--- src/design/align_ecc_params.svh ---
`ifndef ALIGN_ECC_PARAMS_SVH
`define ALIGN_ECC_PARAMS_SVH

// data word and SECDED check bits.
`define ALIGN_WIDTH 32
`define ALIGN_ECCWDTH 7
`define ALIGN_MEMWDTH 39

// logical address space.
`define ALIGN_NUMADDR 48
`define ALIGN_BITADDR 6

// words packed into one physical row.
`define ALIGN_NUMWRDS 4
`define ALIGN_BITWRDS 2

// physical rows, not a power of two.
`define ALIGN_NUMSROW 12
`define ALIGN_BITSROW 4

// cycles from sampled read to row data.
`define ALIGN_SRAM_DELAY 2

`endif

--- src/design/align_ecc_pkg.sv ---
`include "align_ecc_params.svh"

package align_ecc_pkg;

  typedef logic [`ALIGN_BITADDR-1:0] addr_t;
  typedef logic [`ALIGN_WIDTH-1:0] data_t;
  typedef logic [`ALIGN_ECCWDTH-1:0] check_t;
  // check bits sit above the data.
  typedef logic [`ALIGN_MEMWDTH-1:0] code_t;
  typedef logic [`ALIGN_BITWRDS-1:0] word_sel_t;
  typedef logic [`ALIGN_BITSROW-1:0] srow_t;
  typedef logic [`ALIGN_NUMWRDS*`ALIGN_MEMWDTH-1:0] row_t;
  typedef logic [`ALIGN_BITWRDS+`ALIGN_BITSROW-1:0] padr_t;
  typedef logic [`ALIGN_ECCWDTH-2:0] syndrome_t;

  // syndrome of data bit idx: the idx-th position in 1..38 that is not a power of two.
  function automatic syndrome_t hamming_pos(input int unsigned idx);
    int unsigned cnt;
    syndrome_t pos;
    cnt = 0;
    pos = '0;
    for (int unsigned p = 1; p < `ALIGN_MEMWDTH; p++) begin
      if ((p & (p - 1)) != 0) begin
        if (cnt == idx) begin
          pos = syndrome_t'(p);
        end
        cnt++;
      end
    end
    return pos;
  endfunction

endpackage

--- src/design/align_ecc_1rw_top.sv ---
`timescale 1ns/100ps

module align_ecc_1rw_top
  import align_ecc_pkg::*;
(
  input  logic  clk,
  input  logic  rst,
  input  logic  write,
  input  addr_t wr_adr,
  input  data_t din,
  input  code_t wr_flip,
  input  logic  read,
  input  addr_t rd_adr,
  output logic  rd_vld,
  output data_t rd_dout,
  output logic  rd_serr,
  output logic  rd_derr,
  output padr_t rd_padr
);

  logic      mem_write;
  logic      mem_read;
  srow_t     mem_addr;
  row_t      mem_bw;
  row_t      mem_din;
  row_t      mem_dout;
  logic      tag_vld;
  word_sel_t tag_word;
  srow_t     tag_srow;

  ecc_cmd_stage u_ecc_cmd_stage (
    .clk       (clk),
    .rst       (rst),
    .write     (write),
    .wr_adr    (wr_adr),
    .din       (din),
    .wr_flip   (wr_flip),
    .read      (read),
    .rd_adr    (rd_adr),
    .mem_write (mem_write),
    .mem_read  (mem_read),
    .mem_addr  (mem_addr),
    .mem_bw    (mem_bw),
    .mem_din   (mem_din),
    .tag_vld   (tag_vld),
    .tag_word  (tag_word),
    .tag_srow  (tag_srow)
  );

  sram_1rw_model u_sram_1rw_model (
    .clk       (clk),
    .mem_write (mem_write),
    .mem_read  (mem_read),
    .mem_addr  (mem_addr),
    .mem_bw    (mem_bw),
    .mem_din   (mem_din),
    .mem_dout  (mem_dout)
  );

  ecc_read_stage u_ecc_read_stage (
    .clk      (clk),
    .rst      (rst),
    .tag_vld  (tag_vld),
    .tag_word (tag_word),
    .tag_srow (tag_srow),
    .mem_dout (mem_dout),
    .rd_vld   (rd_vld),
    .rd_dout  (rd_dout),
    .rd_serr  (rd_serr),
    .rd_derr  (rd_derr),
    .rd_padr  (rd_padr)
  );

endmodule

--- src/design/ecc_cmd_stage.sv ---
`timescale 1ns/100ps
`include "align_ecc_params.svh"

module ecc_cmd_stage
  import align_ecc_pkg::*;
(
  input  logic      clk,
  input  logic      rst,
  input  logic      write,
  input  addr_t     wr_adr,
  input  data_t     din,
  input  code_t     wr_flip,
  input  logic      read,
  input  addr_t     rd_adr,
  output logic      mem_write,
  output logic      mem_read,
  output srow_t     mem_addr,
  output row_t      mem_bw,
  output row_t      mem_din,
  output logic      tag_vld,
  output word_sel_t tag_word,
  output srow_t     tag_srow
);

  logic      wr_ok;
  logic      rd_ok;
  addr_t     cmd_adr;
  word_sel_t cmd_word;
  srow_t     cmd_srow;
  check_t    wr_check;
  code_t     wr_code;
  row_t      bw_next;

  // out of range commands are dropped.
  assign wr_ok = write && (wr_adr < `ALIGN_NUMADDR);
  // the single port goes to the write when both are valid.
  assign rd_ok = read && !wr_ok && (rd_adr < `ALIGN_NUMADDR);

  assign cmd_adr  = wr_ok ? wr_adr : rd_adr;
  assign cmd_word = word_sel_t'(cmd_adr % `ALIGN_NUMWRDS);
  assign cmd_srow = srow_t'(cmd_adr / `ALIGN_NUMWRDS);

  ecc_secded_enc u_ecc_secded_enc (
    .data  (din),
    .check (wr_check)
  );

  // injected errors land in the stored codeword.
  assign wr_code = {wr_check, din} ^ wr_flip;
  assign bw_next = row_t'({`ALIGN_MEMWDTH{1'b1}}) << (cmd_word * `ALIGN_MEMWDTH);

  always_ff @(posedge clk) begin
    if (rst) begin
      mem_write <= 1'b0;
      mem_read  <= 1'b0;
      tag_vld   <= 1'b0;
    end else begin
      mem_write <= wr_ok;
      mem_read  <= rd_ok;
      tag_vld   <= rd_ok;
    end
  end

  always_ff @(posedge clk) begin
    mem_addr <= cmd_srow;
    mem_bw   <= bw_next;
    // same codeword in every slice, the mask picks one.
    mem_din  <= {`ALIGN_NUMWRDS{wr_code}};
    tag_word <= cmd_word;
    tag_srow <= cmd_srow;
  end

endmodule

--- src/design/ecc_read_stage.sv ---
`timescale 1ns/100ps
`include "align_ecc_params.svh"

module ecc_read_stage
  import align_ecc_pkg::*;
(
  input  logic      clk,
  input  logic      rst,
  input  logic      tag_vld,
  input  word_sel_t tag_word,
  input  srow_t     tag_srow,
  input  row_t      mem_dout,
  output logic      rd_vld,
  output data_t     rd_dout,
  output logic      rd_serr,
  output logic      rd_derr,
  output padr_t     rd_padr
);

  logic      vld_pipe [0:`ALIGN_SRAM_DELAY-1];
  word_sel_t word_pipe [0:`ALIGN_SRAM_DELAY-1];
  srow_t     srow_pipe [0:`ALIGN_SRAM_DELAY-1];

  word_sel_t sel_word;
  code_t     sel_code;
  data_t     sel_data;
  check_t    sel_check;
  check_t    calc_check;
  syndrome_t syndrome;
  logic      parity_err;
  data_t     fixed_data;

  // tag follows the read through the SRAM latency.
  always_ff @(posedge clk) begin
    if (rst) begin
      for (int i = 0; i < `ALIGN_SRAM_DELAY; i++) begin
        vld_pipe[i] <= 1'b0;
      end
    end else begin
      vld_pipe[0] <= tag_vld;
      for (int i = 1; i < `ALIGN_SRAM_DELAY; i++) begin
        vld_pipe[i] <= vld_pipe[i-1];
      end
    end
  end

  always_ff @(posedge clk) begin
    word_pipe[0] <= tag_word;
    srow_pipe[0] <= tag_srow;
    for (int i = 1; i < `ALIGN_SRAM_DELAY; i++) begin
      word_pipe[i] <= word_pipe[i-1];
      srow_pipe[i] <= srow_pipe[i-1];
    end
  end

  assign sel_word  = word_pipe[`ALIGN_SRAM_DELAY-1];
  assign sel_code  = mem_dout[sel_word*`ALIGN_MEMWDTH +: `ALIGN_MEMWDTH];
  assign sel_data  = sel_code[`ALIGN_WIDTH-1:0];
  assign sel_check = sel_code[`ALIGN_MEMWDTH-1:`ALIGN_WIDTH];

  ecc_secded_enc u_ecc_secded_enc (
    .data  (sel_data),
    .check (calc_check)
  );

  assign syndrome   = calc_check[`ALIGN_ECCWDTH-2:0] ^ sel_check[`ALIGN_ECCWDTH-2:0];
  assign parity_err = ^sel_code;

  // no matching data bit means the flip hit a check bit.
  always_comb begin
    fixed_data = sel_data;
    for (int i = 0; i < `ALIGN_WIDTH; i++) begin
      if (parity_err && (hamming_pos(i) == syndrome)) begin
        fixed_data[i] = ~sel_data[i];
      end
    end
  end

  always_ff @(posedge clk) begin
    if (rst) begin
      rd_vld <= 1'b0;
    end else begin
      rd_vld <= vld_pipe[`ALIGN_SRAM_DELAY-1];
    end
  end

  always_ff @(posedge clk) begin
    rd_dout <= fixed_data;
    rd_serr <= parity_err;
    // even parity with a nonzero syndrome is two flips.
    rd_derr <= !parity_err && (syndrome != '0);
    rd_padr <= {sel_word, srow_pipe[`ALIGN_SRAM_DELAY-1]};
  end

endmodule

--- src/design/ecc_secded_enc.sv ---
`timescale 1ns/100ps
`include "align_ecc_params.svh"

module ecc_secded_enc
  import align_ecc_pkg::*;
(
  input  data_t  data,
  output check_t check
);

  syndrome_t ham;
  syndrome_t pos;

  // each data bit feeds the hamming bits set in its position.
  always_comb begin
    ham = '0;
    pos = '0;
    for (int i = 0; i < `ALIGN_WIDTH; i++) begin
      pos = hamming_pos(i);
      ham = ham ^ (pos & {($bits(syndrome_t)){data[i]}});
    end
  end

  // overall parity makes the whole codeword even.
  assign check = {(^data) ^ (^ham), ham};

endmodule

--- src/design/sram_1rw_model.sv ---
`timescale 1ns/100ps
`include "align_ecc_params.svh"

module sram_1rw_model
  import align_ecc_pkg::*;
(
  input  logic  clk,
  input  logic  mem_write,
  input  logic  mem_read,
  input  srow_t mem_addr,
  input  row_t  mem_bw,
  input  row_t  mem_din,
  output row_t  mem_dout
);

  row_t mem [0:`ALIGN_NUMSROW-1];
  row_t rd_pipe [0:`ALIGN_SRAM_DELAY-1];

  // bit mask merge keeps the other words of the row.
  always_ff @(posedge clk) begin
    if (mem_write) begin
      mem[mem_addr] <= (mem[mem_addr] & ~mem_bw) | (mem_din & mem_bw);
    end
  end

  always_ff @(posedge clk) begin
    if (mem_read) begin
      rd_pipe[0] <= mem[mem_addr];
    end
    for (int i = 1; i < `ALIGN_SRAM_DELAY; i++) begin
      rd_pipe[i] <= rd_pipe[i-1];
    end
  end

  assign mem_dout = rd_pipe[`ALIGN_SRAM_DELAY-1];

endmodule

--- config.mk ---
export PLATFORM = sky130hd
export DESIGN_NAME = align_ecc_1rw_top
export DESIGN_NICKNAME = d
export VERILOG_FILES = /design/src/design/align_ecc_pkg.sv /design/src/design/align_ecc_1rw_top.sv /design/src/design/ecc_cmd_stage.sv /design/src/design/ecc_read_stage.sv /design/src/design/ecc_secded_enc.sv /design/src/design/sram_1rw_model.sv
export VERILOG_INCLUDE_DIRS = /design/src /design/src/design
export SDC_FILE = /design/constraint.sdc
export NUM_CORES = 2
export LEC_CHECK = 0
export BUFFER_PORTS_ARGS = -buffer_cell sky130_fd_sc_hd__buf_2
export CAP_MARGIN = 20
export CORE_ASPECT_RATIO = 0.5
export CORE_MARGIN = 2
export CORE_UTILIZATION = 33
export CTS_CLUSTER_SIZE = 25
export DETAILED_ROUTE_END_ITERATION = 12
export GPL_ROUTABILITY_DRIVEN = 0
export PLACE_DENSITY = 0.55
export SETUP_SLACK_MARGIN = 0.5
export SKIP_LAST_GASP = 1
export SLEW_MARGIN = 20
export SYNTH_ARGS = -nofsm -noshare
export SYNTH_HDL_FRONTEND = slang
export SYNTH_SLANG_ARGS = --single-unit
--- constraint.sdc ---
create_clock -name clk -period 17.7 [get_ports clk]
set_input_delay 5.31 -clock clk [delete_from_list [all_inputs] [get_ports clk]]
set_output_delay 5.31 -clock clk [all_outputs]
set_load 0.02 [all_outputs]
==> flow_metrics.py <==
metrics = {
    "clock_network": {
        "cts_setup_buffers": 0,
        "ctsHoldBuffers": 0,
        "cts_buffers": 210,
        "insertion_delay_ns": 0.84,
        "cts_resized": 0,
        "cts_tree": "yes",
        "clkSinkCount": 2290,
        "cts-htree-levels": 4,
        "cts_buffer_depth": 3,
        "clockRootBuffer": "clkbuf_16",
        "clk_pin_slew_ns": 0.07,
    },
    "synth": {
        "yosys-top-cells-area": "edfxtp_1 71%, mux4_2 13%, dfxtp_1 6.1%, mux2_2 2.1%, mux2i_1 1.8%",
        "yosys_warnings": 0,
        "seq_area_frac_synth": 0.7731,
        "synth_top_area_frac": 0.7118,
        "async_reset_ff_frac": 0,
        "synth_cell_types": 36,
        "syn_avg_cell_area_um2": 21.95,
        "synth_common_cells": "2028 x edfxtp_1, 507 x mux4_2, 262 x dfxtp_1",
        "synth_nets": 3985,
        "synthFlopType": "edfxtp_1",
        "netlist_instances": 3898,
        "synth_area_um2": 85550,
        "synth_edf_count": 2028,
        "yosys.area.top_type": "edfxtp_1",
        "yosysMostFrequentCell": "edfxtp_1",
        "synth-seq-cells": 2290,
    },
    "job": {
        "maxCapViolCount": 0,
    },
    "finish": {
        "fillers": 23247,
        "seq_area_um2": 66180,
        "finish.utilization": 0.3781,
        "layoutNonFillerInstCount": 7789,
        "multi_input_area_um2": 18690,
        "final_nets": 4196,
        "drive_gt1_frac": 0.2830,
        "area_growth_pct": 14.17,
    },
    "placed_design": {
        "dp_hpwl_mm": 101.3,
        "dpl.cell_count": 7380,
        "portBuffers": 127,
        "post-place-ws_ns": 10.48,
    },
    "drt": {
        "drtIter0Drc": 3748,
        "via_count": 38810,
        "drtPass1Iterations": 5,
        "wl_mm": 202.5,
        "ant_nets": 0,
        "wl_per_cell_um": 26.00,
        "post-route-drc-count": 0,
        "viasPerCell": 4.983,
    },
    "worst_setup_path": {
        "cp_slowest_cell": "dfxtp_1",
        "max_stage_delay_ns": 0.32,
        "rr_worst_depth": 8,
        "crit_path_start_kind": "flop",
        "cp.arrival_ns": 1.32,
        "crit_path_max_fanout": 1,
        "required_ns": 12.39,
        "crit_family": "flip-flops",
        "crit_chain": "buf_2",
        "cp-end-kind": "output port",
        "path_buf_inv": 1,
        "cp_num_cells": 1,
        "crit_type": "flop to output port",
    },
    "sta": {
        "hold_viol": 0,
        "fin_ws_ns": 11.07,
        "slew_headroom": 0.2701,
        "fin_tns_setup_ns": 0,
        "worst_pin_slew_ns": 1.095,
        "rsz0062_at_grt": "no",
        "finalCritPeriodShare": 0.3745,
        "setup_viol": 0,
        "slew_viol_final": 0,
        "period_minus_slack_ns": 6.628,
        "clock_skew_ns": 0.04049,
        "fmax_mhz": 150.9,
    },
    "global_routing": {
        "antenna_found_initial": 4,
        "grt_pass1_vias": 40617,
        "grt_max_degree": 148,
        "grt_overflow_total": 0,
        "grt_pass1_wl_mm": 289.9,
        "track_usage": 0.1526,
    },
    "die": {
        "die_w_um": 724.1,
        "initial_utilization": 0.3312,
        "die_h_um": 364.0,
        "core_area_um2": 258300,
        "rows": 132,
        "die_area_um2": 263600,
        "io_pins": 128,
    },
    "power_and_ir_drop": {
        "finalPower_mw": 12.47,
        "ir_worst_vdd_mv": 0.1837,
        "cellPowerDensity_nw_per_um2": 127.6,
        "p_leak_nw": 31.16,
    },
    "outcome": {
        "status": "completed",
    },
    "min_path": {
        "hp-class": "flop to flop",
        "hold_depth": 0,
    },
}
## power breakdown
part           leakage (nW)  switching (mW)  total (mW)  internal (mW)
combinational          7.13           0.943        1.50          0.554
sequential             20.6           0.127        6.35           6.22
clock                  3.48            1.96        4.62           2.66
## layout by cell type, fill, tap and decap left out, types with 3 or more instances in the layout
master	Yosys	layout
and2_1	5	5
buf_12	0	14
buf_2	9	127
buf_4	1	50
bufinv_16	0	21
clkbuf_1	109	53
clkbuf_16	0	217
clkbuf_8	0	23
clkinv_1	0	26
clkinv_2	0	41
clkinvlp_4	0	7
dfxtp_1	262	251
dfxtp_4	0	11
diode_2	0	8
edfxtp_1	2028	2028
inv_1	2	3
inv_6	0	5
mux2_2	161	161
mux2i_1	157	157
mux4_2	507	507
nand2_1	158	158
nand3_1	11	11
nand4_1	21	21
nor2_1	14	5
nor2_4	0	9
nor2b_1	8	8
nor3_2	0	3
o21ai_0	156	156
xnor2_1	117	117
xnor2_2	6	6
xnor3_1	12	12
xor2_1	61	61
## worst reg2reg max path: cells and delay by family (launching register included)
kind	cells	cell delay, ns
buf+inv	4	3.18
mux	3	1.17
flops	1	0.92
compound gates	1	0.14
## registers in the layout (all words and copies together), names as in the netlist
| name | cells |
|---|---|
| u_ecc_read_stage.word_pipe | 4 |
| u_ecc_cmd_stage.mem_bw | 4 |
| u_ecc_cmd_stage.mem_write | 1 |
| u_ecc_read_stage.rd_serr | 1 |
| u_ecc_read_stage.rd_dout | 32 |
| u_ecc_read_stage.vld_pipe | 2 |
| u_ecc_read_stage.rd_vld | 1 |
| u_sram_1rw_model.rd_pipe | 312 |
| u_ecc_read_stage.rd_derr | 1 |
| u_ecc_cmd_stage.mem_din | 39 |
| u_ecc_cmd_stage.mem_addr | 4 |
| u_ecc_read_stage.rd_padr | 6 |
| u_ecc_cmd_stage.tag_word | 2 |
| u_ecc_cmd_stage.mem_read | 1 |
| u_ecc_read_stage.srow_pipe | 8 |
| u_sram_1rw_model.mem | 1872 |
## metal layers
| layer | routed length, um | part of all wire | GRT usage |
|---|---|---|---|
| met1 | 84270 | 0.42 | 0.1988 |
| met2 | 99150 | 0.49 | 0.2555 |
| met3 | 12930 | 0.064 | 0.03365 |
| met4 | 6154 | 0.030 | 0.04803 |
| met5 | 0 | 0 | 0 |
## layout make-up
cell class / instances / area share
diodes: 8 / 0.0002050
clock buffers: 295 / 0.06100
clock inverters: 105 / 0.01147
inverters: 2 / 0.00007686
multi-input cells: 1412 / 0.1914
flip-flops and latches: 2290 / 0.6776
well taps: 3484 / 0.04463
repair buffers: 193 / 0.01362
## final timing paths
| kind | start | endpoint | slack [ns] |
|---|---|---|---|
| hold reg to reg | u_sram_1rw_model.rd_pipe[0][94] | u_sram_1rw_model.rd_pipe[0][250] | 0.30 |
| setup reg to reg | u_ecc_cmd_stage.mem_addr[0] | u_sram_1rw_model.mem[3][40] | 12.01 |
| setup / recovery | u_ecc_read_stage.rd_dout[24] | rd_dout[24] | 11.07 |
| hold / removal | u_sram_1rw_model.rd_pipe[0][94] | u_sram_1rw_model.rd_pipe[0][250] | 0.30 |
## kinds of logic after synthesis
group | share of synthesized area
flip-flops | 0.7731
multiplexers | 0.1730
AND/OR/NAND/NOR | 0.01177
XOR/XNOR | 0.02331
buffers and inverters | 0.009345
AO/OA/AOI/OAI | 0.009390
## through the flow
step | cell area [um2] | hold WS [ns]
after CTS | 97620 | 0.2983
final | 97670 | 0.3041
after detailed placement | 90540 | 0.3121
after floorplan | 85550 | 0.3096
after global routing | 97660 | 0.3160
after global placement | 90540 | 0.3121
Note: power is estimated with default switching activity, not from simulation.
